<file path="src/verilog/neuro_fmt_pkg.sv">
package neuro_fmt_pkg;

    //////////////////////////////
    // number format
    //////////////////////////////

    // one word for currents, potentials and parameters
    localparam int word_w = 32;

    // signed current, fixed point scaled by 1024
    typedef logic signed [word_w-1:0] current_t;

    // free-running spike count
    typedef logic [word_w-1:0] count_t;

    //////////////////////////////
    // synapse and neuron constants
    //////////////////////////////

    // psc value right after a presynaptic spike
    localparam current_t epsc_peak = 1024;

    // per-cycle decay, current minus current >> 3
    localparam int epsc_decay_shift = 3;

    // 30 mV, scaled x1024
    localparam current_t v_threshold = 30720;

    // input weights are in 1/16 steps
    localparam int weight_shift = 4;

    // unity weight, used by the cortical neurons
    localparam int w_unity = 16;

    // motor neuron input weights, smallest cell gets the largest weight
    localparam int w_mn1 = 75;
    localparam int w_mn3 = 30;
    localparam int w_mn5 = 13;

    // weights for the total count, crossed order against the inputs
    localparam int cnt_w_mn1 = 13;
    localparam int cnt_w_mn3 = 30;
    localparam int cnt_w_mn5 = 75;

endpackage

</file>
<file path="src/verilog/motor_pool.sv">
module motor_pool (
    input  logic                    i_ep50trig,
    input  logic                    i_reset_sim,
    input  neuro_fmt_pkg::current_t i_drive_mn,
    output logic [2:0]              o_mn_spike,
    output neuro_fmt_pkg::count_t   o_count_mn1,
    output neuro_fmt_pkg::count_t   o_count_mn3,
    output neuro_fmt_pkg::count_t   o_count_mn5,
    output neuro_fmt_pkg::count_t   o_total_count
);

    import neuro_fmt_pkg::*;

    // bit 0 mn1, bit 1 mn3, bit 2 mn5
    logic [2:0] mn_spike;

    // spike counters, same bit order
    count_t count_q [3];

    //////////////////////////////
    // size-principle pool
    //////////////////////////////
    // same drive, heavier weight recruits first
    spiking_neuron #(.weight(w_mn1)) mn1_i (
        .i_ep50trig  (i_ep50trig),
        .i_reset_sim (i_reset_sim),
        .i_drive     (i_drive_mn),
        .o_spike     (mn_spike[0])
    );

    spiking_neuron #(.weight(w_mn3)) mn3_i (
        .i_ep50trig  (i_ep50trig),
        .i_reset_sim (i_reset_sim),
        .i_drive     (i_drive_mn),
        .o_spike     (mn_spike[1])
    );

    spiking_neuron #(.weight(w_mn5)) mn5_i (
        .i_ep50trig  (i_ep50trig),
        .i_reset_sim (i_reset_sim),
        .i_drive     (i_drive_mn),
        .o_spike     (mn_spike[2])
    );

    //////////////////////////////
    // spike counters
    //////////////////////////////
    // registered, count shows a spike one edge later
    always_ff @(posedge i_ep50trig or posedge i_reset_sim)
    begin
        if (i_reset_sim)
        begin
            for (int k = 0; k < 3; k++)
            begin
                count_q[k] <= '0;
            end
        end
        else
        begin
            for (int k = 0; k < 3; k++)
            begin
                if (mn_spike[k])
                begin
                    count_q[k] <= count_q[k] + 1'b1;
                end
            end
        end
    end

    assign o_mn_spike  = mn_spike;
    assign o_count_mn1 = count_q[0];
    assign o_count_mn3 = count_q[1];
    assign o_count_mn5 = count_q[2];

    // weighted total, crossed weights, one-word wrap
    assign o_total_count = ((count_q[0] * cnt_w_mn1) >> weight_shift)
                         + ((count_q[1] * cnt_w_mn3) >> weight_shift)
                         + ((count_q[2] * cnt_w_mn5) >> weight_shift);

endmodule

</file>
<file path="src/verilog/spiking_neuron.sv">
module spiking_neuron #(
    parameter int weight = neuro_fmt_pkg::w_unity
) (
    input  logic                    i_ep50trig,
    input  logic                    i_reset_sim,
    input  neuro_fmt_pkg::current_t i_drive,
    output logic                    o_spike
);

    import neuro_fmt_pkg::*;

    // membrane potential, x1024
    current_t v_q;

    // weighted input and next potential, wide to avoid overflow
    logic signed [2*word_w-1:0] drive_w;
    logic signed [2*word_w-1:0] v_sum;

    // input scaled by weight/16
    assign drive_w = (i_drive * weight) >>> weight_shift;

    // integrate
    assign v_sum = v_q + drive_w;

    //////////////////////////////
    // integrate and fire
    //////////////////////////////
    always_ff @(posedge i_ep50trig or posedge i_reset_sim)
    begin
        if (i_reset_sim)
        begin
            v_q     <= '0;
            o_spike <= 1'b0;
        end
        else if (v_sum >= v_threshold)
        begin
            // fire, back to rest
            v_q     <= '0;
            o_spike <= 1'b1;
        end
        else if (v_sum < 0)
        begin
            // floor at rest
            v_q     <= '0;
            o_spike <= 1'b0;
        end
        else
        begin
            // below threshold, fits one word
            v_q     <= v_sum[word_w-1:0];
            o_spike <= 1'b0;
        end
    end

endmodule

</file>
<file path="config.mk">
export PLATFORM = sky130hd
export DESIGN_NAME = motor_pool
export DESIGN_NICKNAME = d
export VERILOG_FILES = /design/src/verilog/neuro_fmt_pkg.sv /design/src/verilog/motor_pool.sv /design/src/verilog/spiking_neuron.sv
export SDC_FILE = /design/constraint.sdc
export NUM_CORES = 2
export LEC_CHECK = 0
export ABC_AREA = 0
export BUFFER_PORTS_ARGS = -buffer_cell sky130_fd_sc_hd__buf_2
export CORE_MARGIN = 1
export CORE_UTILIZATION = 60
export DETAILED_ROUTE_END_ITERATION = 8
export PLACE_DENSITY = 0.9
export SYNTH_ARGS = -nofsm -noshare
export SYNTH_HDL_FRONTEND = slang
export SYNTH_SLANG_ARGS = --single-unit
</file>
<file path="constraint.sdc">
create_clock -name i_ep50trig -period 13.5 [get_ports i_ep50trig]
set_input_delay 0.675 -clock i_ep50trig [delete_from_list [all_inputs] [get_ports i_ep50trig]]
set_output_delay 0.675 -clock i_ep50trig [all_outputs]
set_load 0.02 [all_outputs]
</file>
# Word level (Yosys, flattened, before mapping)

Index checks and enable logic that the tools add are counted.

Logic and storage cells: 38
Register bits: 195
Output and inout bits: 131
Input bits: 34

Mux-type cells: 9
Magnitude comparators: 6
Add/subtract/negate cells: 8
Multipliers: 6

Operators by type and width:

| cell                    | count |
|---|---|
| $ge A64 B16 Y1 const B  | 3 |
| $lt A64 B1 Y1 const B   | 3 |
| $mux W32                | 6 |
| $add A32 B1 Y32 const B | 3 |
| $mul A32 B5 Y37 const B | 2 |
| $mul A32 B8 Y40 const B | 1 |
| $add A32 B36 Y37        | 1 |
| $add A32 B34 Y35        | 1 |
| $add A32 B33 Y34        | 1 |
| $mul A32 B4 Y31 const B | 1 |
| $mul A32 B4 Y32 const B | 1 |
| $mul A32 B7 Y32 const B | 1 |
| $add A29 B28 Y30        | 1 |
| $add A28 B28 Y29        | 1 |
| $mux W1                 | 3 |

# Longest topological paths before layout

Word-level depth: 5
Depth in mapped cells: 37
Mapped depth without buffers: 37

# By module

Synthesis repeated with hierarchy kept, for this count alone.

Cell total of the unflattened synthesis: 4252
Area total of the unflattened synthesis: 36600.1 sq um

By module, submodules not included:

| module                  | instances | area each (sq um) | cells an instance |
|---|---|---|---|
| motor_pool              | 1         | 15994.1           | 1839 |
| spiking_neuron at mn1_i | 1         | 7516.0            | 866 |
| spiking_neuron at mn3_i | 1         | 6678.9            | 762 |
| spiking_neuron at mn5_i | 1         | 6411.1            | 785 |

# Least setup slack after synthesis

No wires, ideal clock.

Kind: reg-to-output
From: register count_q (netlist bit o_count_mn3[2])
To: output o_total_count[28]
Cell stages (with the launch flop): 37
Data arrival time: 7.252 ns
Setup slack: 5.573 ns
Path through: dfrtp_1 > fa_1 > inv_1 > fa_1 > inv_1 > ha_1 > a21o_1 > nand4_1 > nand2_1 > o41ai_1 > o211ai_1 > o21ai_0 > nand2b_1 > and2_1 > o21a_1 > nor2_1 > xnor2_1 > ha_1 > a21o_1 > a21o_1 > a21oi_1 > a21boi_0 > nor4_1 > a21oi_1 > a21o_1 > a21oi_1 > xnor2_1 > ha_1 > nand2_1 > or3_1 > a21oi_1 > a21oi_1 > a21boi_0 > nand4_1 > nand4b_1 > a21bo_2 > xor2_1

Word-level cells in the longest chain between the ends: 3

RTL lines:

| item                             | line             | text |
|---|---|---|
| start: declaration               | motor_pool.sv:18 | `count_t count_q [3];` |
| start signal: indexed assignment | motor_pool.sv:64 | `count_q[k] <= count_q[k] + 1'b1;` |
| $mul A32 B4 Y31                  | motor_pool.sv:77 | `+ ((count_q[1] * cnt_w_mn3) >> weight_shift)` |
| $add A28 B28 Y29                 | motor_pool.sv:77 |  |
| $add A29 B28 Y30                 | motor_pool.sv:78 | `+ ((count_q[2] * cnt_w_mn5) >> weight_shift);` |
| end: declaration                 | motor_pool.sv:9  | `output neuro_fmt_pkg::count_t o_total_count` |

Every way passes these cells.

# Worst setup path after layout

Ends and elaborated chain as after synthesis.

==> key figures <==
Clock network
  – Clock Tree Buf Depth: 2
  – Post-CTS Resized: 0
  – Reg clk slew, reported paths: about 80 ps
  – Number of clock sinks: 195
  – Num CTS Buffers: 17
  – Post-CTS setup buffer count: 0
  – H-tree depth: 4
  – CTS tree: built
  – CTS root buf: clkbuf_16
  – Worst skew pair latency: roughly 510 ps
  – Hold-fix buffers at CTS: 0

Yosys
  – Simple-gate share of the synthesized area: 0.1261
  – Area leader, netlist: ha_1
  – Async set-reset flop share out of synthesis: 1.000
  – Syn. warnings: 0
  – Post-Synthesis Cells: 3,902
  – Synth cell types: 103
  – Top cell type's share of synthesized area: 0.2078
  – Dominant cells by area after synthesis: ha_1 21%, fa_1 17%, dfrtp_1 14%
  – Most frequent cell after synthesis: inv_1
  – Top FF cell, synth: dfrtp_1
  – Synth Area in Adders: 0.3752
  – Commonest cells post-synth: 710 x inv_1, 570 x ha_1, 287 x fa_1
  – Complex-gate fraction of the synthesized area: 0.1677
  – Largest family of logic cells by synthesized area: adder cells
  – Post-synth EDFFs: 0
  – Synthesis-stage register bit count: 195
  – Sequential-to-total area share from yosys stat: 0.1422
  – Cell Area, Synth: roughly 0.034 mm^2
  – Post-synthesis xor/xnor area fraction: 0.1000
  – Synthesized area per cell: between 8 and 9 um^2
  – Mux cell area share after synthesis: 0.004338

Worst setup path
  – Critical path launch point type: flop
  – Worst EP required: ~13,000 ps
  – Slowest CP cell: fa_1
  – Worst path most repeated cell: a21oi_1
  – Critical Path Sink Type: output port
  – Critical Path Fanout Max: 8
  – CP Class: flop to output port
  – Buf+Inv Stages, Crit Path: 3
  – WP data arrival: 8890 ps
  – Max incr delay on CP: 570 ps
  – CP top delay family: compound AO/OA/AOI/OAI gates

Global routing
  – Total grt overflow: 0
  – Number of global-route vias before repair: ~29,000
  – Initial antenna violation count: 0
  – GR Util All Layers: 0.2855
  – Largest net degree at the start of global routing: roughly 130
  – First-pass GRT wire length: 134,600 um

Timing
  – Tmin final: approximately 9600 ps
  – Final hold vios: 0
  – Post-route clock skew: approximately 16 ps
  – Max Slew Vio Count: 0
  – F_max: ~0.10 GHz
  – Measured slew at the worst slew-check pin: about 1200 ps
  – RSZ-0062 raised after global routing: false
  – Sum Neg Setup Slack: 0 ps
  – Hold WS: 368.4 ps
  – Slew headroom: 0.1945
  – Final setup fails: 0
  – Final period util: 0.7082

Cells and area
  – Area growth from synthesis to layout: 6.744%
  – # diodes: 0
  – Layout cells sized above 1: 0.07011
  – Final layout net count: 4,987

Floorplan
  – I/O pins: 165
  – Placement Rows: between 80 and 90
  – Chip Height: between 200 and 250 um
  – Core Region: 0.05650 mm^2
  – Starting Density: 0.6075
  – Die area: about 0.058 mm^2
  – Die X: about 240 um

Drt
  – Iteration count of the initial detailed-routing pass: 7
  – Vias: between 20,000 and 30,000
  – Routed Antenna Nets: 0
  – Via-to-Cell Ratio: 5.810
  – Wire length per cell: 16.66 um
  – DRT iter0 DRCs: approximately 1,900
  – Drt drc: 0
  – Post-Route WL: around 81,000 um

Worst hold path
  – Worst Hold Class: input port to asynchronous set/reset pin

Placement
  – Routability congestion estimate from global placement: 0.9779
  – PortBufs: 162
  – Detailed Place HPWL: about 67,000 um

Job
  – Max-cap violations: 0

Run status
  – Status: finished, final reports clean
-- cells in the final DEF, fill, tap and decap left out, types with 22 or more instances in the layout --
cell type    n
and3_1      32
nand2b_1    38
xnor2_1    272
o21a_1      51
nand3_1     75
nand4_1     54
fa_1       287
xor2_1     120
nor2b_1     43
dfrtp_1    195
nand2_1    191
o31ai_1     22
a211oi_1    27
a21oi_1    248
o21ai_1     22
or3_1       22
nor3_1      51
inv_1      709
ha_1       570
nor2_1     207
o21ai_0    107
and2_1      22
o21bai_1    39
a31oi_1     28
a21o_1     143
buf_2      162
conb_1      53
-- registers in the layout, summed over array words and instances (netlist names) --
name and flops:
mn3_i.v_q 32, mn5_i.v_q 32, mn3_i.o_spike 1, mn5_i.o_spike 1, o_count_mn1 32, mn1_i.v_q 32, o_count_mn3 32, mn1_i.o_spike 1
o_count_mn5 32
-- kinds of logic (layout without fill, tap and decap cells) --
| group | after synthesis | in the layout |
|---|---|---|
| adder cells (fa/ha/maj) | 857 | 857 |
| AO/OA/AOI/OAI | 856 | 856 |
| AND/OR/NAND/NOR | 836 | 836 |
| buffers and inverters | 751 | 905 |
| XOR/XNOR | 392 | 392 |
| flip-flops | 195 | 195 |
| multiplexers | 14 | 14 |
| other | 1 | 53 |
-- worst reg2reg max path: stages, from the launching register on --
cell,delay (ps)
dfrtp_1,340
ha_1,170
inv_1,50
fa_1,420
nor2b_4,150
o21ai_2,70
a21o_2,260
a211oi_2,430
nor4_2,160
o41ai_4,570
a211o_1,200
o211ai_1,100
a211oi_2,330
nand4_4,400
nor2b_1,320
-- area by class of cell --
cell class | instances | area, um^2
fillers | 4326 | 19860
repair buffers | 164 | 825.8
clock inverters | 11 | 116.4
inverters | 710 | 2673
clock buffers | 20 | 446.7
well taps | 756 | 945.9
multi-input cells | 3008 | 26750
flip-flops and latches | 195 | 4880
-- stage by stage --
stage / worst slack [ps] / util / cell area (um^2) / instances
after floorplan: 5573 / - / 34520 / 3954
final: 3940 / 0.6485 / 36640 / 4864
after detailed placement: 4650 / 0.6385 / 36070 / 4833
after CTS: 4044 / 0.6485 / 36640 / 4864
after global routing: 3236 / 0.6485 / 36640 / 4864
after global placement: 5076 / 0.6385 / 36070 / 4833
-- routing by layer --
layer  global-route usage  vias up  share of wire
met4               0.1070        0          0.032
met5                    0        -              0
met3              0.04026      181          0.046
met1               0.3388    13690           0.42
li1                     -    13580              -
met2               0.5194      813           0.50
-- final timing paths --
kind                                 start                end  slack (ps)  cells after the start
hold reg to reg            o_count_mn3[31]    o_count_mn3[31]         470                      1
setup reg to reg              mn3_i.v_q[0]      mn3_i.o_spike        9330                     14
setup / recovery            o_count_mn3[2]  o_total_count[28]        3940                     35
max in group asynchronous      i_reset_sim     o_count_mn3[0]       11660                      3
hold / removal                 i_reset_sim      mn1_i.v_q[25]         370                      2
min in group i_ep50trig    o_count_mn3[31]    o_count_mn3[31]         470                      1
Power is not shown: default switching activity piles up to over one toggle a cycle in this logic, so the estimate is an artifact.
