File: config.mk
export PLATFORM = sky130hd
export DESIGN_NAME = synapse
export DESIGN_NICKNAME = d
export VERILOG_FILES = /design/src/verilog/neuro_fmt_pkg.sv /design/src/verilog/synapse.sv
export SDC_FILE = /design/constraint.sdc
export NUM_CORES = 1
export LEC_CHECK = 0
export BUFFER_PORTS_ARGS = -buffer_cell sky130_fd_sc_hd__buf_4
export CAP_MARGIN = 20
export CORE_MARGIN = 8
export CORE_UTILIZATION = 50
export DETAILED_ROUTE_END_ITERATION = 10
export HOLD_SLACK_MARGIN = 0.06
export PLACE_DENSITY = 0.72
export REMOVE_ABC_BUFFERS = 1
export SYNTH_ARGS = -nofsm -noshare
export SYNTH_HDL_FRONTEND = slang
export SYNTH_SLANG_ARGS = --single-unit
export TNS_END_PERCENT = 10
File: constraint.sdc
create_clock -name i_ep50trig -period 11.59 [get_ports i_ep50trig]
set_clock_uncertainty 0.2 [all_clocks]
set_input_delay 0.5795 -clock i_ep50trig [delete_from_list [all_inputs] [get_ports i_ep50trig]]
set_output_delay 0.5795 -clock i_ep50trig [all_outputs]
set_load 0.02 [all_outputs]
File: src/verilog/neuro_fmt_pkg.sv
package neuro_fmt_pkg;

    //////////////////////////////
    // number format
    //////////////////////////////

    // one word for currents, potentials and parameters
    localparam int word_w = 32;

    // signed current, fixed point scaled by 1024
    typedef logic signed [word_w-1:0] current_t;

    // free-running spike count
    typedef logic [word_w-1:0] count_t;

    //////////////////////////////
    // synapse and neuron constants
    //////////////////////////////

    // psc value right after a presynaptic spike
    localparam current_t epsc_peak = 1024;

    // per-cycle decay, current minus current >> 3
    localparam int epsc_decay_shift = 3;

    // 30 mV, scaled x1024
    localparam current_t v_threshold = 30720;

    // input weights are in 1/16 steps
    localparam int weight_shift = 4;

    // unity weight, used by the cortical neurons
    localparam int w_unity = 16;

    // motor neuron input weights, smallest cell gets the largest weight
    localparam int w_mn1 = 75;
    localparam int w_mn3 = 30;
    localparam int w_mn5 = 13;

    // weights for the total count, crossed order against the inputs
    localparam int cnt_w_mn1 = 13;
    localparam int cnt_w_mn3 = 30;
    localparam int cnt_w_mn5 = 75;

endpackage

File: src/verilog/synapse.sv
module synapse (
    input  logic                    i_ep50trig,
    input  logic                    i_reset_sim,
    input  logic                    i_spike,
    input  neuro_fmt_pkg::current_t i_gain,
    output neuro_fmt_pkg::current_t o_epsc
);

    import neuro_fmt_pkg::*;

    // pre-gain postsynaptic current
    current_t psc_q;

    // full product, only the low word leaves
    logic signed [2*word_w-1:0] psc_gain;

    //////////////////////////////
    // psc state
    //////////////////////////////
    // spike sets the peak, otherwise exponential-ish decay
    // small values stall below 8, stays non-negative
    always_ff @(posedge i_ep50trig or posedge i_reset_sim)
    begin
        if (i_reset_sim)
        begin
            psc_q <= '0;
        end
        else if (i_spike)
        begin
            psc_q <= epsc_peak;
        end
        else
        begin
            psc_q <= psc_q - (psc_q >>> epsc_decay_shift);
        end
    end

    //////////////////////////////
    // gain stage
    //////////////////////////////
    // combinational, host gain is a plain integer
    assign psc_gain = psc_q * i_gain;

    // low word, wraps like the 32-bit multiplier
    assign o_epsc = psc_gain[word_w-1:0];

endmodule
-- Word level (Yosys, flattened, before mapping)
Cells that the tools add are included.
- add/subtract/negate cells: 1
- $mul: 1
- multiplexer cells: 1
- operator list (cell ; count):
    32-bit by 32-bit multiplier with 32-bit output ; 1
    32-bit 2-to-1 mux ; 1
    32-bit by 29-bit subtractor with 32-bit output ; 1
- register bits after elaboration: 32
- bits of input ports: 35
- output and inout bits: 32
- word-level logic and storage cells: 4

-- Depth between registers and ports, before layout
Gate-level depths: netlist of the first run.
- depth after elaboration: 2
- mapped depth: 28
- gate-level depth less buffers: 26

-- Least setup slack after synthesis of the first run
No wires, ideal clock.
- kind: input port to output port
- start point: in i_gain[3]
- end point: out o_epsc[31]
- arrival: 6.802 ns
- data required time: 10.811 ns
- setup slack: 4.009 ns
- cell stages on the path: 24
- path buffers: 2
- cell sequence: clkbuf_1 -> clkbuf_1 -> and2_1 -> fa_1 -> fa_1 -> inv_1 -> fa_1 -> fa_1 -> inv_1 -> fa_1 -> fa_1 -> fa_1 -> inv_1 -> fa_1 -> inv_1 -> ha_1 -> and3_1 -> o21ai_0 -> nand2_1 -> a21o_1 -> nand2_1 -> o221ai_1 -> a31oi_1 -> xnor2_1
- cells in the longest elaborated chain, start to end: 1
- ends and longest elaborated chain (item ; line ; text):
    start: declaration ; synapse.sv:5 ; input neuro_fmt_pkg::current_t i_gain,
    32-bit by 32-bit multiplier with 32-bit output ; synapse.sv:42 ; assign psc_gain = psc_q * i_gain;
    end: declaration ; synapse.sv:6 ; output neuro_fmt_pkg::current_t o_epsc
Every way passes these cells.

-- Worst setup path in the final report of the first run
- start point: reg psc_q[8]
- end point: out o_epsc[30]
- cells in the longest elaborated chain, start to end: 1
- ends and longest elaborated chain (item ; line ; text):
    start: declaration ; synapse.sv:12 ; current_t psc_q;
    start signal: assignment ; synapse.sv:30 ; psc_q <= epsc_peak;
    start signal: assignment ; synapse.sv:34 ; psc_q <= psc_q - (psc_q >>> epsc_decay_shift);
    32-bit by 32-bit multiplier with 32-bit output ; synapse.sv:42 ;
Every way passes these cells.

==> metrics, run 1 <==
status=completed; row cnt=71; commonest cells in the netlist=468 x inv_1, 409 x fa_1, 349 x and2_1; Post-synth ARST share=100%; n_diodes=0; TritonCTS clock tree=built; DRT Wirelength=46.2 mm; xor and xnor area share after synthesis=4.76%; Final Cell Area=0.0199 mm2; CP arrival=7840 ps; worst min-delay path class=input pin to async pin; core area=0.0375 mm2; final global-route overflow total=0; multiplexer share of the synthesized area=0.178%; Post-Synth Adder-Cell Area=55.2%; clk buf depth=2; CP max stage delay=1020 ps; vias in the first global route=14.9k; fin crit share=74.4%; Synth Area per Inst=8.96 um2; Fin Setup TNS=0 ps; simple-gate share of the synthesized area=18.8%; DR DRC count=0; Max-slew headroom=31.0%; antenna violations before repair=1; register bit count reported by yosys=32; max reg flops=32; crit path time final=8620 ps; WL per Instance=17.7 um; first-pass GRT wire length=77.0 mm; FMAX=116 MHz; Critical Path Start Type=register; Post-CTS Setup Bufs=0; RSZ-0062 raised after global routing=false; post-synthesis sequential area ratio=4.23%; share of layout cells above drive strength 1=4.61%; slowest library cell on the worst path=dfrtp_1; largest net degree at the start of global routing=42; Critical Path Sink Type=primary output; Post-DP HPWL=38.2 mm; Yosys Warn Count=0; CTS root buffer=clkbuf_16; largest area contributor in the netlist=fa_1; Placed Instance Area=0.0198 mm2; die area=0.0444 mm2; Worst EP required=10810 ps; most used cell, CP=fa_1; Skew-Pair Late Insertion Delay=280 ps; CTS HTree Levels=2; Initial Utilization=50.5%; combinational family with the most area after synthesis=adder cells; Cells after Synth=2114; Max Cap Violations=0; NumNets Final=2726; post-synthesis compound-gate area fraction=5.62%; clock sink total=32; Top Registers=psc_q: 32 flops; fin util=53.2%; critical path cell sequence=and2_1 -> fa_1 -> fa_1 -> fa_1 -> inv_1 -> fa_1 -> inv_1 -> ha_1 -> ha_1 -> fa_1 -> inv_1 -> fa_1 -> inv_1 -> ha_1 -> and3_1 -> o21ai_0 -> nor2_1 -> a2bb2oi_1 -> a21oi_1 -> a311oi_1 -> xor2_1 -> buf_4; I/O pins=67; Top delay family on crit path=adder cells; CTS Hold Bufs=0; post-route antenna net violation count=0; Total Routing Usage GR=21.5%; endpoints failing setup=0; Final Hold Fails=0; TritonCTS Buffers=5; crit path buf inv count=5; Area contributors post-synth=fa_1 43%, ha_1 12%, and2_1 12%, inv_1 9.3%, dfrtp_1 4.2%; count leader, synth=inv_1; final estimated routing congestion in global placement=0.848; input/output buffers=66; vias per cell=5.23; Post-synth EDFFs=0; Max FO, Critical Path=26; Die Wd=211 um; path type of the worst setup path=register to primary output; Area growth syn-to-layout=5.22%; worst-margin pin slew=1030 ps; max-slew violations=0; TritonRoute pass-1 iters=5; count of cell types in the netlist=62; hold_ws=199 ps; 1st-iter DRT viols=599; Biggest register=psc_q; post-CTS resize count=0; Filler Cell Count=3447; chip height=211 um; Post-Syn Area=0.0189 mm2; Vias=13.7k; Worst-path clk slew=60 ps; prevailing post-synth register cell=dfrtp_1; area share of the largest cell type after synthesis=43.2%
-- layer usage --
layer | vias to the layer above | part of all wire (%) | GRT usage (%)
met4 | 0 | 3.1 | 6.25
met3 | 87 | 4.6 | 2.28
met2 | 353 | 50 | 37.8
li1 | 6233 | - | -
met1 | 6986 | 43 | 27.8
met5 | - | 0 | 0
-- area by class of cell --
cell class | count | area (um2) | area share, %
repair buffers | 75 | 563 | 2.83
clock buffers | 5 | 125 | 0.628
flip-flops and latches | 32 | 801 | 4.02
multi-input cells | 1518 | 16000 | 80.4
inverters | 469 | 1760 | 8.83
well taps | 511 | 639 | 3.21
clock inverters | 3 | 18.8 | 0.0942
-- cell families (layout without fill, tap and decap cells) --
family          count (synthesis)  count (layout)
compound gates                147             147
simple gates                  675             675
flops                          32              32
xor+xnor                      103             103
buf+inv                       564             552
mux                             3               3
fa+ha+maj                     590             590
-- worst register-to-register path, stage by stage, from the launching register on --
cell      delay (ps)
dfrtp_1          700
buf_4            400
ha_1             240
inv_1             60
fa_1             400
a21oi_1          230
nor2_1           100
o21ai_1          390
o211ai_2         210
a221oi_4         440
o211ai_2         180
o22ai_2          160
mux2_1           330
-- cell usage in the layout, fill, tap and decap left out, types with 32 or more instances in the layout --
cell / instances
nor2_1: 50
buf_4: 75
inv_1: 468
ha_1: 181
a21oi_1: 36
dfrtp_1: 32
nand2_1: 211
and2_1: 349
fa_1: 409
xnor2_1: 76
-- final timing paths --
check                      cells after the start  slack, ps         end         from
setup / recovery                              22       2970  o_epsc[30]     psc_q[8]
hold / removal                                 3        200    psc_q[0]  i_reset_sim
setup reg to reg                              12       7440   psc_q[30]     psc_q[3]
hold reg to reg                                2        470   psc_q[31]    psc_q[30]
max in group asynchronous                      3      10680   psc_q[23]  i_reset_sim
min in group i_ep50trig                        2        470   psc_q[31]    psc_q[30]
-- stage by stage --
stage,cells,setup WS [ps]
global placement,2605,3350
detailed placement,2605,3260
CTS,2613,2940
floorplan,2019,4340
global route,2613,2700
finish,2613,2970
Power of run 1 is not shown: default switching activity piles up to over one toggle a cycle in this logic, so the estimate is an artifact.
==> run 2, diff against run 1 <==
- ABC_AREA: unset -> 1
- PLACE_DENSITY: 0.72 -> 0.71
- clock period: 11.59 -> 8.08 ns (I/O delays scaled with it)
==> metrics, run 2 <==
max-slew violations=0 (unchanged); NumNets Final=3395 (was 2726); Worst-path clk slew=70 ps (was 60 ps); register area=817 um2 (was 801 um2); Top Registers=psc_q: 32 flops (unchanged); prevailing post-synth register cell=dfrtp_1 (unchanged); vias per cell=5.04 (was 5.23); largest net degree at the start of global routing=34 (was 42); DRT Wirelength=54.0 mm (was 46.2 mm); largest area contributor in the netlist=fa_1 (unchanged); post-CTS resize count=0 (unchanged); Critical Path Sink Type=primary output (unchanged); count of cell types in the netlist=44 (was 62); TritonCTS Buffers=5 (unchanged); most common cell after layout, fill and taps aside=inv_1 (unchanged); commonest non-fill, non-tap cells in the layout=907 x inv_1, 750 x nand2_1, 409 x fa_1, 181 x ha_1, 100 x buf_4 (was 468 x inv_1, 409 x fa_1, 349 x and2_1, 211 x nand2_1, 181 x ha_1); FMAX=129 MHz; 1st-iter DRT viols=1264 (was 599); reg2reg end=psc_q[17] (was psc_q[30]); final estimated routing congestion in global placement=0.886 (was 0.848); endpoints failing setup=0 (unchanged); core area=0.0397 mm2 (was 0.0375 mm2); count leader, synth=inv_1 (unchanged); CP arrival=7140 ps (was 7840 ps); post-route antenna net violation count=0 (unchanged); vias in the first global route=17.6k (was 14.9k); antenna violations before repair=1 (unchanged); Initial Utilization=50.6% (was 50.5%); post-synthesis sequential area ratio=3.98% (was 4.23%); fin crit share=95.8%; Worst EP required=7480 ps (was 10810 ps); worst reg2reg path depth=12 (unchanged); Skew-Pair Late Insertion Delay=290 ps (was 280 ps); Area contributors post-synth=fa_1 41%, inv_1 17%, nand2_1 14%, ha_1 11%, dfrtp_1 4.0% (was fa_1 43%, ha_1 12%, and2_1 12%, inv_1 9.3%, dfrtp_1 4.2%); Cells after Synth=2770 (was 2114); status=completed (unchanged); Synth Area per Inst=7.26 um2 (was 8.96 um2); DR DRC count=0 (unchanged); n_diodes=0 (unchanged); I/O pins=67 (unchanged); RSZ-0062 raised after global routing=false (unchanged); r2r startpoint=psc_q[2] (was psc_q[3]); commonest cells in the netlist=908 x inv_1, 750 x nand2_1, 409 x fa_1 (was 468 x inv_1, 409 x fa_1, 349 x and2_1); WL per Instance=16.4 um (was 17.7 um); Post-DP HPWL=45.7 mm (was 38.2 mm); TritonRoute pass-1 iters=7 (was 5); Total Routing Usage GR=23.5% (was 21.5%); row cnt=73 (was 71); Biggest register=psc_q (unchanged); CTS Hold Bufs=0 (unchanged); area share of the largest cell type after synthesis=40.7% (was 43.2%); worst min-delay path class=input pin to async pin (unchanged); Yosys Warn Count=0 (unchanged); Max-slew headroom=45.0% (was 31.0%); Fin Setup TNS=0 ps (unchanged); die area=0.0469 mm2 (was 0.0444 mm2); Post-CTS Setup Bufs=0 (unchanged); worst-margin pin slew=824 ps (was 1030 ps); Max FO, Critical Path=16 (was 26); Vias=16.6k (was 13.7k); input/output buffers=66 (unchanged); Post-synth EDFFs=0 (unchanged); clock sink total=32 (unchanged); TritonCTS clock tree=built (unchanged); FF-to-FF setup slack=4710 ps (was 7440 ps); max reg flops=32 (unchanged); share of layout cells above drive strength 1=5.49% (was 4.61%); Filler Cell Count=3801 (was 3447); first-pass GRT wire length=89.9 mm (was 77.0 mm); multi-input logic area=0.0154 mm2 (was 0.0160 mm2); Post-synth ARST share=100% (unchanged); Post-Syn Area=0.0201 mm2 (was 0.0189 mm2); chip height=217 um (was 211 um); crit path time final=7740 ps; Critical Path Start Type=register (unchanged); Max Cap Violations=0 (unchanged); Area growth syn-to-layout=6.06% (was 5.22%); register bit count reported by yosys=32 (unchanged); CTS HTree Levels=2 (unchanged); clk buf depth=2 (unchanged); Final Hold Fails=0 (unchanged); final global-route overflow total=0 (unchanged); path type of the worst setup path=register to primary output (unchanged); Die Wd=217 um (was 211 um); CTS root buffer=clkbuf_16 (unchanged)
[run 2: cell count changes after synthesis, sizes merged, moves of 11 or more]
cell / before / now
nor2: 50 / 65
buf: 4 / 31
inv: 468 / 911
a21o: 25 / 6
o21ai: 24 / 42
clkbuf: 91 / 80
xnor2: 76 / 17
nand3: 10 / 70
and2: 349 / 1
and3: 11 / 0
nand2: 211 / 756
a21oi: 36 / 79
[run 2: routing by layer]
layer  part of all wire (%)  GRT usage [%]  routed length, um
met5                  0.022              0                 12
met4                    2.5           5.82               1360
met3                    7.2           3.04               3870
met2                     48           40.4              25800
met1                     42           31.1              22900
[run 2: area by class of cell]
cell class,count,share of cell area [%]
Multi-Input combinational cell,1714,72.3
Clock inverter,3,0.199
Timing Repair Buffer,104,3.90
Sequential cell,32,3.83
Inverter,913,16.1
Clock buffer,5,0.587
Tap cell,525,3.08
[run 2: cell families after synthesis]
| family | after synthesis | synth area share, % |
|---|---|---|
| compound gates | 151 | 4.40 |
| flops | 32 | 3.98 |
| simple gates | 929 | 18.4 |
| xor+xnor | 44 | 1.92 |
| fa+ha+maj | 590 | 52.0 |
| buf+inv | 1024 | 19.3 |
[run 2: through the flow]
stage | cell area, um2 | worst slack (ps) | util (%) | hold WS, ps | instances
2_1_floorplan | 19700 | 1120 | - | 269 | 2659
3_3_place_gp | 21100 | 633 | 53.2 | 402 | 3288
3_5_place_dp | 21100 | 477 | 53.2 | 418 | 3288
4_1_cts | 21300 | 168 | 53.6 | 112 | 3296
5_1_grt | 21300 | 39.5 | 53.7 | 138 | 3296
6_report | 21300 | 337 | 53.7 | 75.0 | 3296
[run 2: critical path: stages, from the launching register on]
cell,delay (ps)
dfrtp_1,790
nand2_1,110
inv_1,100
fa_1,450
fa_1,560
fa_1,530
fa_1,530
inv_1,60
fa_1,530
inv_1,50
fa_1,460
fa_1,530
fa_1,420
ha_1,410
inv_1,120
o21bai_1,100
nand2_1,60
nand2_1,50
a221oi_1,250
o21ai_0,140
nor2_1,110
buf_4,170
inv_1,50
nand2_1,60
nand2_1,60
buf_4,150
[run 2: worst max path at each step]
stage	from	endpoint	depth (start not counted)
after detailed placement	psc_q[15]	o_epsc[28]	27
after floorplan	psc_q[12]	o_epsc[28]	26
after global routing	psc_q[19]	o_epsc[31]	25
final	psc_q[19]	o_epsc[31]	25
after CTS	psc_q[15]	o_epsc[28]	27
after global placement	psc_q[15]	o_epsc[31]	25
Power of run 2 is left out for the same reason.
==> run 3, diff against run 2 <==
- GPL_TIMING_DRIVEN: unset -> 0
==> metrics, run 3 (synthesis results as in run 2) <==
status=completed (unchanged); antenna violations before repair=0 (was 1); max reg flops=32 (unchanged); Critical Path Sink Type=primary output (unchanged); Skew-Pair Late Insertion Delay=280 ps (was 290 ps); DR DRC count=0 (unchanged); commonest non-fill, non-tap cells in the layout=908 x inv_1, 750 x nand2_1, 409 x fa_1, 181 x ha_1 (was 907 x inv_1, 750 x nand2_1, 409 x fa_1, 181 x ha_1, 100 x buf_4); crit path buf inv count=6 (was 7); Vias=16.5k (was 16.6k); Max FO, Critical Path=14 (was 16); clock sink total=32 (unchanged); worst-margin pin slew=971 ps (was 824 ps); TritonCTS clock tree=built (unchanged); WP depth=25 (unchanged); clk buf depth=2 (unchanged); multi-input logic area=0.0155 mm2 (was 0.0154 mm2); slowest library cell on the worst path=dfrtp_1 (unchanged); post-route antenna net violation count=0 (unchanged); endpoints failing setup=0 (unchanged); pre-CTS setup slack=-300 ps (was 477 ps); register area=860 um2 (was 817 um2); largest net degree at the start of global routing=34 (unchanged); Area growth syn-to-layout=5.90% (was 6.06%); CP arrival=7390 ps (was 7140 ps); final global-route overflow total=0 (unchanged); NumNets Final=3376 (was 3395); chip height=217 um (unchanged); CTS root buffer=clkbuf_16 (unchanged); Final Hold Fails=0 (unchanged); n_diodes=0 (unchanged); Top delay family on crit path=adder cells (unchanged); TritonCTS Buffers=5 (unchanged); fin util=53.6% (was 53.7%); crit path time final=8000 ps (was 7740 ps); most used cell, CP=fa_1 (unchanged); TritonRoute pass-1 iters=5 (was 7); worst min-delay path class=input pin to async pin (unchanged); Initial Utilization=50.6% (unchanged); 1st-iter DRT viols=1297 (was 1264); FMAX=125 MHz (was 129 MHz); input/output buffers=66 (unchanged); fin crit share=99.0% (was 95.8%); RSZ-0062 raised after global routing=true (was false); Max Cap Violations=0 (unchanged); vias per cell=5.03 (was 5.04); hold_ws=58.0 ps (was 75.0 ps); CTS Hold Bufs=0 (unchanged); Biggest register=psc_q (unchanged); CP max stage delay=710 ps (was 790 ps); die area=0.0469 mm2 (unchanged); worst setup margin=84.6 ps (was 337 ps); Die Wd=217 um (unchanged); Filler Cell Count=3743 (was 3801); CTS HTree Levels=2 (unchanged); placed instance count=3253 (was 3288); Top Registers=psc_q: 32 flops (unchanged); share of layout cells above drive strength 1=5.23% (was 5.49%); Worst-path clk slew=50 ps (was 70 ps); max-slew violations=0 (unchanged); WL per Instance=15.6 um (was 16.4 um); Max-slew headroom=35.3% (was 45.0%); DRT Wirelength=51.2 mm (was 54.0 mm); most common cell after layout, fill and taps aside=inv_1 (unchanged); I/O pins=67 (unchanged); final estimated routing congestion in global placement=0.918 (was 0.886); Worst EP required=7480 ps (about the same); first-pass GRT wire length=85.4 mm (was 89.9 mm); Finished Layout Cells=3277 (was 3296); row cnt=73 (unchanged); Post-DP HPWL=40.9 mm (was 45.7 mm); worst reg2reg path depth=14 (was 12); core area=0.0397 mm2 (unchanged); Total Routing Usage GR=22.0% (was 23.5%); Critical Path Start Type=register (unchanged); vias in the first global route=17.5k (was 17.6k); path type of the worst setup path=register to primary output (unchanged)
==> run 3: cell count changes in the layout (fill, tap and decap cells not counted), sizes merged <==
cell      change
clkinv        -1
buf          -19
bufinv        -1
clkinvlp      -1
clkbuf        +3
==> run 3: worst paths after layout <==
| check | from | endpoint | slack (ps) |
|---|---|---|---|
| min in group i_ep50trig | i_spike | psc_q[0] | 240 |
| max reg2reg | psc_q[0] | psc_q[28] | 4780 |
| max in group asynchronous | i_reset_sim | psc_q[21] | 7070 |
| min | i_reset_sim | psc_q[4] | 60 |
| max | psc_q[20] | o_epsc[28] | 80 |
| min reg2reg | psc_q[30] | psc_q[31] | 580 |
==> run 3: final cells by class <==
class | count | share of cell area, %
clock buffer | 8 | 0.687
inverter | 913 | 16.1
sequential | 32 | 4.04
tap | 525 | 3.08
multi-input combinational | 1714 | 72.6
timing repair buffer | 85 | 3.52
==> run 3: per-layer routing <==
layer	share of wire (%)	track usage (%)	up-vias
li1	-	-	7738
met2	48	37.4	562
met4	3.4	6.56	0
met1	41	28.7	8080
met3	7.2	3.38	103
met5	0	0	-
==> run 3: repair_timing <==
action                     4_1_cts  5_1_grt
pin swaps                        0        1
buffers inserted                 0       16
setup endpoints to repair        7        5
resized for setup               20       13
==> run 3: stage by stage <==
step	setup TNS, ps	cell area (um2)
finish	0	21300
global route	-41.4	21300
CTS	0	21100
detailed placement	-704	20900
global placement	-627	20800
floorplan	0	19700
Power of run 3 is left out for the same reason.
