### src/verilog/neuro_fmt_pkg.sv
package neuro_fmt_pkg;

    //////////////////////////////
    // number format
    //////////////////////////////

    // one word for currents, potentials and parameters
    localparam int word_w = 32;

    // signed current, fixed point scaled by 1024
    typedef logic signed [word_w-1:0] current_t;

    // free-running spike count
    typedef logic [word_w-1:0] count_t;

    //////////////////////////////
    // synapse and neuron constants
    //////////////////////////////

    // psc value right after a presynaptic spike
    localparam current_t epsc_peak = 1024;

    // per-cycle decay, current minus current >> 3
    localparam int epsc_decay_shift = 3;

    // 30 mV, scaled x1024
    localparam current_t v_threshold = 30720;

    // input weights are in 1/16 steps
    localparam int weight_shift = 4;

    // unity weight, used by the cortical neurons
    localparam int w_unity = 16;

    // motor neuron input weights, smallest cell gets the largest weight
    localparam int w_mn1 = 75;
    localparam int w_mn3 = 30;
    localparam int w_mn5 = 13;

    // weights for the total count, crossed order against the inputs
    localparam int cnt_w_mn1 = 13;
    localparam int cnt_w_mn3 = 30;
    localparam int cnt_w_mn5 = 75;

endpackage

### src/verilog/spiking_neuron.sv
module spiking_neuron #(
    parameter int weight = neuro_fmt_pkg::w_unity
) (
    input  logic                    i_ep50trig,
    input  logic                    i_reset_sim,
    input  neuro_fmt_pkg::current_t i_drive,
    output logic                    o_spike
);

    import neuro_fmt_pkg::*;

    // membrane potential, x1024
    current_t v_q;

    // weighted input and next potential, wide to avoid overflow
    logic signed [2*word_w-1:0] drive_w;
    logic signed [2*word_w-1:0] v_sum;

    // input scaled by weight/16
    assign drive_w = (i_drive * weight) >>> weight_shift;

    // integrate
    assign v_sum = v_q + drive_w;

    //////////////////////////////
    // integrate and fire
    //////////////////////////////
    always_ff @(posedge i_ep50trig or posedge i_reset_sim)
    begin
        if (i_reset_sim)
        begin
            v_q     <= '0;
            o_spike <= 1'b0;
        end
        else if (v_sum >= v_threshold)
        begin
            // fire, back to rest
            v_q     <= '0;
            o_spike <= 1'b1;
        end
        else if (v_sum < 0)
        begin
            // floor at rest
            v_q     <= '0;
            o_spike <= 1'b0;
        end
        else
        begin
            // below threshold, fits one word
            v_q     <= v_sum[word_w-1:0];
            o_spike <= 1'b0;
        end
    end

endmodule

### config.mk
export PLATFORM = sky130hd
export DESIGN_NAME = spiking_neuron
export DESIGN_NICKNAME = d
export VERILOG_FILES = /design/src/verilog/neuro_fmt_pkg.sv /design/src/verilog/spiking_neuron.sv
export SDC_FILE = /design/constraint.sdc
export NUM_CORES = 1
export LEC_CHECK = 0
export ABC_CLOCK_PERIOD_IN_PS = 3500
export BUFFER_PORTS_ARGS = -buffer_cell sky130_fd_sc_hd__buf_2
export CAP_MARGIN = 20
export CORE_ASPECT_RATIO = 0.9
export CORE_UTILIZATION = 30
export CTS_CLUSTER_DIAMETER = 120
export DETAILED_ROUTE_END_ITERATION = 7
export SYNTH_ARGS = -nofsm -noshare
export SYNTH_HDL_FRONTEND = slang
export SYNTH_SLANG_ARGS = --single-unit
### constraint.sdc
create_clock -name i_ep50trig -period 3.5 [get_ports i_ep50trig]
set_input_delay 0.7 -clock i_ep50trig [delete_from_list [all_inputs] [get_ports i_ep50trig]]
set_output_delay 0.7 -clock i_ep50trig [all_outputs]
set_load 0.01 [all_outputs]
# Yosys cells after proc, flatten, opt, wreduce, memory -nomap -nowiden

Cells that the tools add are included.

$add $sub $neg: 1
Magnitude comparators: 2
Multiplexer cells: 3

Operators with widths:

| cell                   | number |
|---|---|
| $mux W32               | 2 |
| $add A32 B32 Y33       | 1 |
| $ge A33 B16 Y1 const B | 1 |
| $lt A33 B1 Y1 const B  | 1 |
| $mux W1                | 1 |

Bits in registers: 33
Output and inout bits: 1
Bits of input ports: 34
Word-level logic and storage cells: 8

# Depth between registers and ports, before layout

Gate-level depths: netlist of the first run.

Depth in word-level cells: 4
Mapped depth: 13
Depth with buffers taken out: 12

# Worst setup path after synthesis of the first run

Ideal clock, no wire load.

Path type: input to register
Start: input port i_drive[8]
End: register v_q[14]
Cell stages on the path: 11
Setup slack: -18 ps
Setup time: 80 ps
Required time: 3,420 ps
Arrival time: 3,438 ps
Buffers on the path: 1
Path through: ha_1 -> nand4_2 -> nor3_2 -> a21boi_2 -> o31ai_4 -> o41ai_1 -> xor2_1 -> or4_4 -> or4_4 -> buf_6 -> nor3_2

Longest elaborated chain between the ends: 4
Elaborated cells on any way between the ends: 5
Classes of those cells: 1 x add/sub; 2 x order compare; 2 x mux

Ends and longest elaborated chain:

| element              | line                 | RTL |
|---|---|---|
| from (decl)          | spiking_neuron.sv:6  | `input neuro_fmt_pkg::current_t i_drive,` |
| $add A32 B32 Y33 (*) | spiking_neuron.sv:23 | `assign v_sum = v_q + drive_w;` |
| $lt A33 B1 Y1        | spiking_neuron.sv:41 | `else if (v_sum < 0)` |
| $mux W32             | spiking_neuron.sv:41 |  |
| $mux W32 (*)         | spiking_neuron.sv:35 | `else if (v_sum >= v_threshold)` |
| to (signal assigned) | spiking_neuron.sv:50 | `v_q <= v_sum[word_w-1:0];` |
| to (decl)            | spiking_neuron.sv:13 | `current_t v_q;` |

Mark *: on every way between the ends. The rest lies on a longest branch, timed or not.

# Worst setup path after layout of the first run

Start: input port i_drive[1]
End: register v_q[2]

Same word-level chain as after synthesis.

==> run summary, run 1 <==
Status: completed
GRT Overall Usage: 17.89%
Post-synth top area cell: dfrtp_1
Reg2reg start: v_q[1]$_DFF_PP0_
Period minus WS final: 3.448 ns
Placer congestion estimate: 0.9709
Die Footprint: 10560 µm²
Number of global-route vias before repair: 3122
Wire length per cell: 15.30 µm
Crit end category: flip-flop
Maximum VDD drop: 0.1558 mV
Max cap viols: 0
Met1 Use GR: 23.92%
Ant. Diodes: 0
Sequential cell area: 825.8 µm²
Crit path top cell by count: or4_4
Synth top area cells: dfrtp_1, ha_1, a21oi_1, nand2_1, xor2_1
Worst R2R Setup Slack: 0.20 ns
Sequential-to-total area share from yosys stat: 27.10%
Nets: 536
Largest net degree at the start of global routing: 34
Residual DRC: 0
Period utilization: 98.53%
WP data required: 3.70 ns
Synth Flop Type: dfrtp_1
CP delay by family, top: simple AND/OR/NAND/NOR gates
Die extent in x: 108.2 µm
Post-synth EDFFs: 0
Final Total Pwr: 1317 µW
Mapped cell area: 3047 µm²
Grt ovf: 0
DR vias/cell: 5.230
Top-area cell type share of the netlist area: 27.10%
Clock Pin Slew Worst Setup and Hold Paths: 0.06 ns
P per Cell Area: 298.2 nW/µm²
Met2 Usage GRT: 27.54%
1st-iter DRT viols: 234
Initial antenna violation count: 0
Leakage power: 0.002004 µW
Critical Path Start: i_drive[1]
Dpl hpwl: 6.910 mm
CP Max Fanout: 6
Multi-input logic area: 2435 µm²
Area of the core: 9784 µm²
Critical path startpoint category: primary input
Std cell rows: 34
Syn-to-layout area delta: 44.89%
Max-slew violations: 0
Initial Utilization: 31.14%
Syn avg cell area: 8.935 µm²
Antenna Violating Nets Remaining: 0
Worst-Skew Late Latency: 0.28 ns
Proportion of layout cells with a drive suffix above 1: 38.51%
Async set-reset flop share out of synthesis: 100.0%
Count leader, synth: dfrtp_1
Clock Sink Count: 33
Yosys reg bits: 33
Buffers and inverters on the worst path: 2
Fin. Hold Viols: 0
Root Buffer: clkbuf_16
Slowest CP cell: or4_4
Die H: 97.61 µm
Finish-stage setup viols: 0
CTS HTree Levels: 2
# IOs: 35
Cell variety after synth: 59
Max Clk Rate: 290.0 MHz
I/O Buffers: 34
Met3 Usage GRT: 3.823%
Warnings, synthesis: 0
Most Crowded Layer GR: met2
Via count: 3117
Fillers: 937
Max_slew headroom: 65.55%
Actual slew at the worst max-slew pin: 0.5038 ns
CTS buffer count: 5
Worst Skew: 0.004497 ns
CTS tree: yes
Max incr delay on CP: 0.58 ns
First-pass DRT Iterations: 5
Worst hold margin: 0.5054 ns
Worst min path class: primary input to asynchronous set/reset pin
Crit path kind: primary input to flip-flop
Top cells by count, synth: dfrtp_1, ha_1, nand2_1
Global-route wire length before repair: 14.86 mm
Post-synthesis cell count: 341
CTS max path bufs: 2
Worst-path cell chain: buf_2 -> ha_1 -> a21oi_1 -> nand4b_4 -> buf_4 -> nand2_1 -> a211oi_1 -> o21a_1 -> xnor2_1 -> or4_4 -> or4_4 -> nor3_2
Arr. time, crit path: 3.65 ns
Final wirelength: 9.119 mm
-- final timing paths --
kind	to	cells after the start
hold / removal	v_q[27]$_DFF_PP0_	3
min in group i_ep50trig	v_q[0]$_DFF_PP0_	2
setup / recovery	v_q[2]$_DFF_PP0_	12
max in group asynchronous	v_q[4]$_DFF_PP0_	3
hold reg to reg	v_q[0]$_DFF_PP0_	2
setup reg to reg	v_q[2]$_DFF_PP0_	11
-- worst register-to-register path, cell delays in order, from the launching register on --
cell,delay (ns)
dfrtp_1,0.38
ha_1,0.28
a21oi_1,0.21
nand4b_4,0.20
buf_4,0.15
nand2_1,0.07
a211oi_1,0.28
o21a_1,0.22
xnor2_1,0.09
or4_4,0.58
or4_4,0.54
nor3_2,0.22
-- registers in the layout, indices dropped and copies added (netlist names) --
signal,count
o_spike,1
v_q,32
-- stage by stage --
| stage | instances | setup slack, ns | cell area [µm²] | utilization (%) | TNS, ns |
|---|---|---|---|---|---|
| after detailed placement | 585 | -0.4413 | 3955 | 40.42 | -6.291 |
| after floorplan | 357 | 0.01092 | 3114 | - | 0 |
| after global placement | 585 | -0.3578 | 3955 | 40.42 | -5.439 |
| final | 596 | 0.05152 | 4414 | 45.12 | 0 |
| after CTS | 596 | 0.002478 | 4279 | 43.73 | 0 |
| after global routing | 596 | -0.02200 | 4414 | 45.12 | -0.06834 |
-- kinds of logic (layout without fill, tap and decap cells) --
kind of cell / count (synthesis) / after routing / share of synthesized area (%)
AOI/OAI and AO/OA: 117 / 117 / 26.41
xor gates and xnor gates: 25 / 25 / 7.187
adders and majority gates: 33 / 33 / 13.80
buffers and inverters: 20 / 132 / 3.983
DFF: 33 / 33 / 27.10
other: 1 / 17 / 0.1231
and+or+nand+nor: 112 / 113 / 21.40
-- metal layers --
layer	wire length, µm	share of wire (%)
met3	489	5.4
met4	231	2.5
met2	4191	46
met1	4206	46
met5	0	0
-- power by group --
| group | switching (µW) | leakage (µW) | total (µW) | internal, µW |
|---|---|---|---|---|
| Combinational | 219 | 0.00150 | 395 | 177 |
| Clock | 169 | 0.0000831 | 524 | 355 |
| Sequential | 3.51 | 0.000418 | 397 | 393 |
| Total | 391 | 0.00200 | 1320 | 925 |
-- repair_timing --
item / CTS / global route
cloned: 1 / 0
setup buffers: 2 / 0
pin swaps: 12 / 8
gates resized for setup: 19 / 24
hold endpoints to repair: 0 / 0
hold buffers: 0 / 0
endpoints found under the setup margin: 16 / 16
-- cell usage in the layout, fill, tap and decap left out, types with 10 or more instances in the layout --
master | netlist | routed
a21o_1 | 14 | 14
a21oi_1 | 28 | 24
buf_2 | 1 | 34
buf_4 | 5 | 83
conb_1 | 1 | 17
dfrtp_1 | 33 | 33
ha_1 | 32 | 23
nand2_1 | 32 | 31
nor2_1 | 15 | 15
nor3_2 | 11 | 10
o21ai_0 | 20 | 16
xnor2_1 | 12 | 12
xor2_1 | 13 | 12
-- final cells by class --
class	instances	share of cell area [%]
clock buffers	6	3.146
repair buffers	117	17.97
flip-flops and latches	33	18.71
multi-input cells	305	55.16
clock inverters	2	0.8503
inverters	7	0.5952
well taps	126	3.571
Power figures use the tool's default switching activity.
==> run 2: changes to the inputs <==
- CELL_PAD_IN_SITES_DETAIL_PLACEMENT: default -> 0
- CELL_PAD_IN_SITES_GLOBAL_PLACEMENT: default -> 1
- PLACE_DENSITY_LB_ADDON: default -> 0.1
==> run 2 against run 1 <==
  * Clock skew up 0.0014 ns
  * Die area is the same
  * Hold slack gained 0.0022 ns
  * Design area increased by 2.4%
  * Global-route usage is 0.75 points higher
  * Core utilization grew 1.1 points
  * Sequential power is essentially flat
  * First-iteration DRC count decreased by 33%
  * Clock power shrank 18%
==> run summary, run 2 (same netlist as run 1, synthesis figures left out) <==
Top flop regs: v_q: 32 flops, o_spike: 1 flops
CTS max path bufs: 2
Die Footprint: 10560 µm²
Seq pwr share: 32.4%
Max_slew headroom: 56.36%
DR vias/cell: 4.987
Number of global-route vias before repair: 3043
Worst-Skew Late Latency: 0.28 ns
Combinational cell fraction of total power: 32.6%
Max FFs per register: 32
WP data required: 3.70 ns
P per Cell Area: 270.3 nW/µm²
Via count: 3087
Dpl cells: 596
Crit end category: flip-flop
CTS tree: yes
Proportion of layout cells with a drive suffix above 1: 40.77%
Worst Skew: 0.005946 ns
Reg with most FFs: v_q
Max Clk Rate: 293.1 MHz
Actual slew at the worst max-slew pin: 0.6539 ns
FF-to-FF path depth: 11
Pint: 842.9 µW
Placer congestion estimate: 0.8180
Antenna Violating Nets Remaining: 0
Period minus WS final: 3.412 ns
Grt ovf: 0
Max cap viols: 0
Worst R2R End: v_q[2]$_DFF_PP0_
Global-route wire length before repair: 15.21 mm
Post-DP Area: 4038 µm²
Sw Share: 31.02%
Area of the core: 9784 µm²
Slowest CP cell: or4_4
P_sw: 379.0 µW
Clock Sink Count: 33
First-pass DRT Iterations: 4
GRT Overall Usage: 18.65%
Largest net degree at the start of global routing: 19
Max incr delay on CP: 0.54 ns
Critical path startpoint category: primary input
Maximum VDD drop: 0.1449 mV
Die extent in x: 108.2 µm
Most common cell after layout, fill and taps aside: buf_4
Clock power share: 35.0%
Residual DRC: 0
Finish-stage setup viols: 0
Die H: 97.61 µm
RSZ-0062 raised after global routing: true
CP delay by family, top: simple AND/OR/NAND/NOR gates
Period utilization: 97.50%
Std cell rows: 34
Worst-path cell chain: buf_2 -> ha_2 -> nand4_1 -> buf_4 -> nor4_1 -> buf_4 -> or3_4 -> and3_1 -> o32ai_1 -> or4_4 -> or4_4 -> nor3_2
Max-slew violations: 0
Initial antenna violation count: 0
Syn-to-layout area delta: 48.38%
# IOs: 35
CP Max Fanout: 6
Final wirelength: 9.533 mm
Clock Pin Slew Worst Setup and Hold Paths: 0.06 ns
Buffers and inverters on the worst path: 3
Most frequent cells in the layout: buf_4, buf_2, dfrtp_1, nand2_1
CTS HTree Levels: 2
I/O Buffers: 34
Crit path kind: primary input to flip-flop
Cell Count, Final, Fillers Out: 619
Arr. time, crit path: 3.61 ns
Initial Utilization: 31.14%
Dpl hpwl: 7.408 mm
Leakage power: 0.002093 µW
Ant. Diodes: 0
Post-route cell area: 4521 µm²
1st-iter DRT viols: 157
Root Buffer: clkbuf_16
Worst R2R Setup Slack: 0.23 ns
Wire length per cell: 15.40 µm
Reg2reg start: v_q[1]$_DFF_PP0_
Status: completed
Fin. Hold Viols: 0
Worst min path class: primary input to asynchronous set/reset pin
CTS buffer count: 5
Nets: 559
## run 2: changes by cell type in the layout (fill, tap and decap cells not counted), moves of 2 or more
| cell | previous run | this run |
|---|---|---|
| buf_4 | 83 | 105 |
| a31oi_1 | 2 | 5 |
| clkbuf_1 | 0 | 3 |
| a31oi_4 | 2 | 0 |
| ha_1 | 23 | 25 |
| nor3_2 | 10 | 12 |
## run 2: worst max-delay path by stage
| stage | startpoint | endpoint | slack (ns) | cells after the start |
|---|---|---|---|---|
| after floorplan | i_drive[16] | v_q[14]$_DFF_PP0_ | 0.01 | 12 |
| final | i_drive[11] | v_q[2]$_DFF_PP0_ | 0.09 | 12 |
| after global routing | i_drive[1] | v_q[2]$_DFF_PP0_ | -0.05 | 12 |
| after CTS | i_drive[1] | v_q[2]$_DFF_PP0_ | 0.002 | 11 |
| after global placement | i_drive[0] | v_q[2]$_DFF_PP0_ | -0.52 | 13 |
| after detailed placement | i_drive[0] | v_q[2]$_DFF_PP0_ | -0.54 | 13 |
## run 2: repair_timing
action | CTS | global route
resized for setup | 15 | 29
hold buffers | 0 | 0
cloned | 1 | 0
pin swaps | 11 | 10
buffers inserted | 12 | 2
endpoints found under the setup margin | 11 | 16
## run 2: area by class of cell
type | instances | area, µm²
clock buffer | 8 | 136.4
multi-input combinational | 305 | 2405
sequential | 33 | 825.8
fill | 984 | 5264
timing repair buffer | 140 | 969.7
inverter | 7 | 26.28
tap | 126 | 157.7
## run 2: metal layers
| layer | vias to the layer above | part of all wire, % | GRT usage, % | routed length (µm) |
|---|---|---|---|---|
| met1 | 1462 | 51 | 27.15 | 4878 |
| met3 | 9 | 2.7 | 2.213 | 258 |
| met2 | 41 | 45 | 29.01 | 4258 |
| met4 | 0 | 1.4 | 4.320 | 138 |
| li1 | 1575 | - | - | - |
| met5 | - | 0 | 0 | 0 |
## run 2: power by group through the flow
| stage | logic [µW] | registers, µW | clock network [µW] |
|---|---|---|---|
| 2_1_floorplan | 222 | 403 | 0 |
| 6_report | 398 | 396 | 428 |
| 3_5_place_dp | 369 | 403 | 0 |
| 5_1_grt | 440 | 397 | 458 |
| 4_1_cts | 383 | 396 | 444 |
| 3_3_place_gp | 371 | 403 | 0 |
## run 2: worst reg2reg max path, delay by kind of cell, from the launching register on
| family | cells | cell delay (ns) |
|---|---|---|
| AND/OR/NAND/NOR | 4 | 1.47 |
| AO/OA/AOI/OAI | 5 | 0.91 |
| flip-flops | 1 | 0.40 |
| adder cells (fa/ha/maj) | 1 | 0.28 |
| buffers and inverters | 1 | 0.15 |
## run 2: through the flow
stage | setup TNS [ns] | hold WS (ns) | utilization [%] | setup WS [ns] | power, µW
after floorplan | 0 | 0.5630 | - | 0.01092 | 625.4
after global placement | -6.983 | 0.5917 | 41.27 | -0.5185 | 773.9
after detailed placement | -6.615 | 0.5940 | 41.27 | -0.5428 | 772.0
after CTS | 0 | 0.5481 | 44.48 | 0.001603 | 1223
after global routing | -0.2687 | 0.5926 | 46.20 | -0.05217 | 1295
final | 0 | 0.5076 | 46.20 | 0.08763 | 1222
==> run 3: changes to the inputs <==
- MAX_ROUTING_LAYER: default -> met4
==> run 3 against run 2 <==
  * Clock skew shrank 0.0012 ns
  * Clock power about the same
  * Hold slack better by 0.00071 ns
==> run summary, run 3 (same netlist as run 1, synthesis figures left out) <==
Status: completed
Residual DRC: 0
Final wirelength: 9.529 mm
Initial antenna violation count: 0
CTS max path bufs: 2
Placer congestion estimate: 0.8302
Final Total Pwr: 1224 µW
Reg with most FFs: v_q
Finish-stage setup viols: 0
Dpl hpwl: 7.408 mm
Period minus WS final: 3.421 ns
CTS tree: yes
Setup ws final: 0.07888 ns
# IOs: 35
Worst-Skew Late Latency: 0.28 ns
DR vias/cell: 4.979
Via count: 3087
CTS buffer count: 5
Arr. time, crit path: 3.62 ns
GRT Overall Usage: 19.15%
WP data required: 3.70 ns
Proportion of layout cells with a drive suffix above 1: 40.89%
Top flop regs: v_q: 32 flops, o_spike: 1 flops
Ant. Diodes: 0
Initial Utilization: 31.14%
Max_slew headroom: 56.26%
Nets: 560
Worst min path class: primary input to asynchronous set/reset pin
Maximum VDD drop: 0.1450 mV
Fin. Hold Viols: 0
Max-slew violations: 0
Crit path kind: primary input to flip-flop
Clock Sink Count: 33
Period utilization: 97.75%
Die Footprint: 10560 µm²
Max Clk Rate: 292.3 MHz
Critical path startpoint category: primary input
Crit end category: flip-flop
Worst Skew: 0.004734 ns
Sum of negative setup slack: 0 ns
Number of global-route vias before repair: 3044
Global-route wire length before repair: 15.21 mm
Max FFs per register: 32
First-pass DRT Iterations: 4
Die extent in x: 108.2 µm
Cts hold-fix bufs: 0
Most frequent cells in the layout: buf_4, buf_2, dfrtp_1, nand2_1
Syn-to-layout area delta: 48.62%
Largest net degree at the start of global routing: 19
Dpl cells: 596
Std cell rows: 34
Antenna Violating Nets Remaining: 0
CTS HTree Levels: 2
Leakage power: 0.002097 µW
I/O Buffers: 34
Final Util: 46.28%
Cell Count, Final, Fillers Out: 620
1st-iter DRT viols: 128
Max cap viols: 0
RSZ-0062 raised after global routing: true
Fillers: 982
P per Cell Area: 270.3 nW/µm²
Die H: 97.61 µm
CP Max Fanout: 6
Area of the core: 9784 µm²
Actual slew at the worst max-slew pin: 0.6553 ns
Clock Pin Slew Worst Setup and Hold Paths: 0.06 ns
Root Buffer: clkbuf_16
Grt ovf: 0
Most common cell after layout, fill and taps aside: buf_4
Setup slack at placement: -0.5428 ns
Wire length per cell: 15.37 µm
run 3: cell type report:
| cell class | instances | area, µm² | area share [%] |
|---|---|---|---|
| multi-input combinational | 305 | 2405 | 53.11 |
| timing repair buffer | 141 | 977.2 | 21.58 |
| sequential | 33 | 825.8 | 18.24 |
| tap | 126 | 157.7 | 3.482 |
| clock buffer | 8 | 136.4 | 3.012 |
| inverter | 7 | 26.28 | 0.5803 |
run 3: critical path, cell delays in order:
cell and delay [ns]:
buf_2 0.10, ha_2 0.37, nand4_1 0.10, buf_4 0.17, nor4_1 0.36, buf_4 0.20, or3_4 0.14, and3_1 0.15
o32ai_1 0.06, or4_4 0.54, or4_4 0.51, nor3_2 0.21
run 3: power breakdown:
| part | internal [µW] | leakage (µW) | switching, µW |
|---|---|---|---|
| clock network | 265 | 0.0000652 | 164 |
| registers | 393 | 0.000418 | 3.01 |
| logic | 185 | 0.00161 | 214 |
run 3: metrics by stage:
stage | cell area, µm² | hold WS [ns]
detailed placement | 4038 | 0.5940
global route | 4528 | 0.5942
global placement | 4038 | 0.5917
CTS | 4352 | 0.5481
finish | 4528 | 0.5083
floorplan | 3114 | 0.5630
run 3: final timing paths:
path	startpoint	end	depth (start not counted)	slack, ns
hold / removal	i_reset_sim	v_q[0]$_DFF_PP0_	2	0.51
min in group i_ep50trig	v_q[0]$_DFF_PP0_	v_q[0]$_DFF_PP0_	2	0.62
setup / recovery	i_drive[11]	v_q[2]$_DFF_PP0_	12	0.08
hold reg to reg	v_q[0]$_DFF_PP0_	v_q[0]$_DFF_PP0_	2	0.62
max in group asynchronous	i_reset_sim	v_q[11]$_DFF_PP0_	3	2.28
setup reg to reg	v_q[11]$_DFF_PP0_	v_q[2]$_DFF_PP0_	11	0.22
run 3: what timing repair did:
action / CTS / global route
gates resized for setup: 15 / 29
gates cloned: 1 / 0
endpoints found under the setup margin: 11 / 16
pin swaps: 11 / 10
buffers inserted: 12 / 3
run 3: per-layer routing:
layer	routed length, µm	part of all wire, %	track usage [%]
met1	4949	52	27.23
met2	4260	45	28.96
met3	183	1.9	2.012
met4	136	1.4	4.320
met5	0	0	-
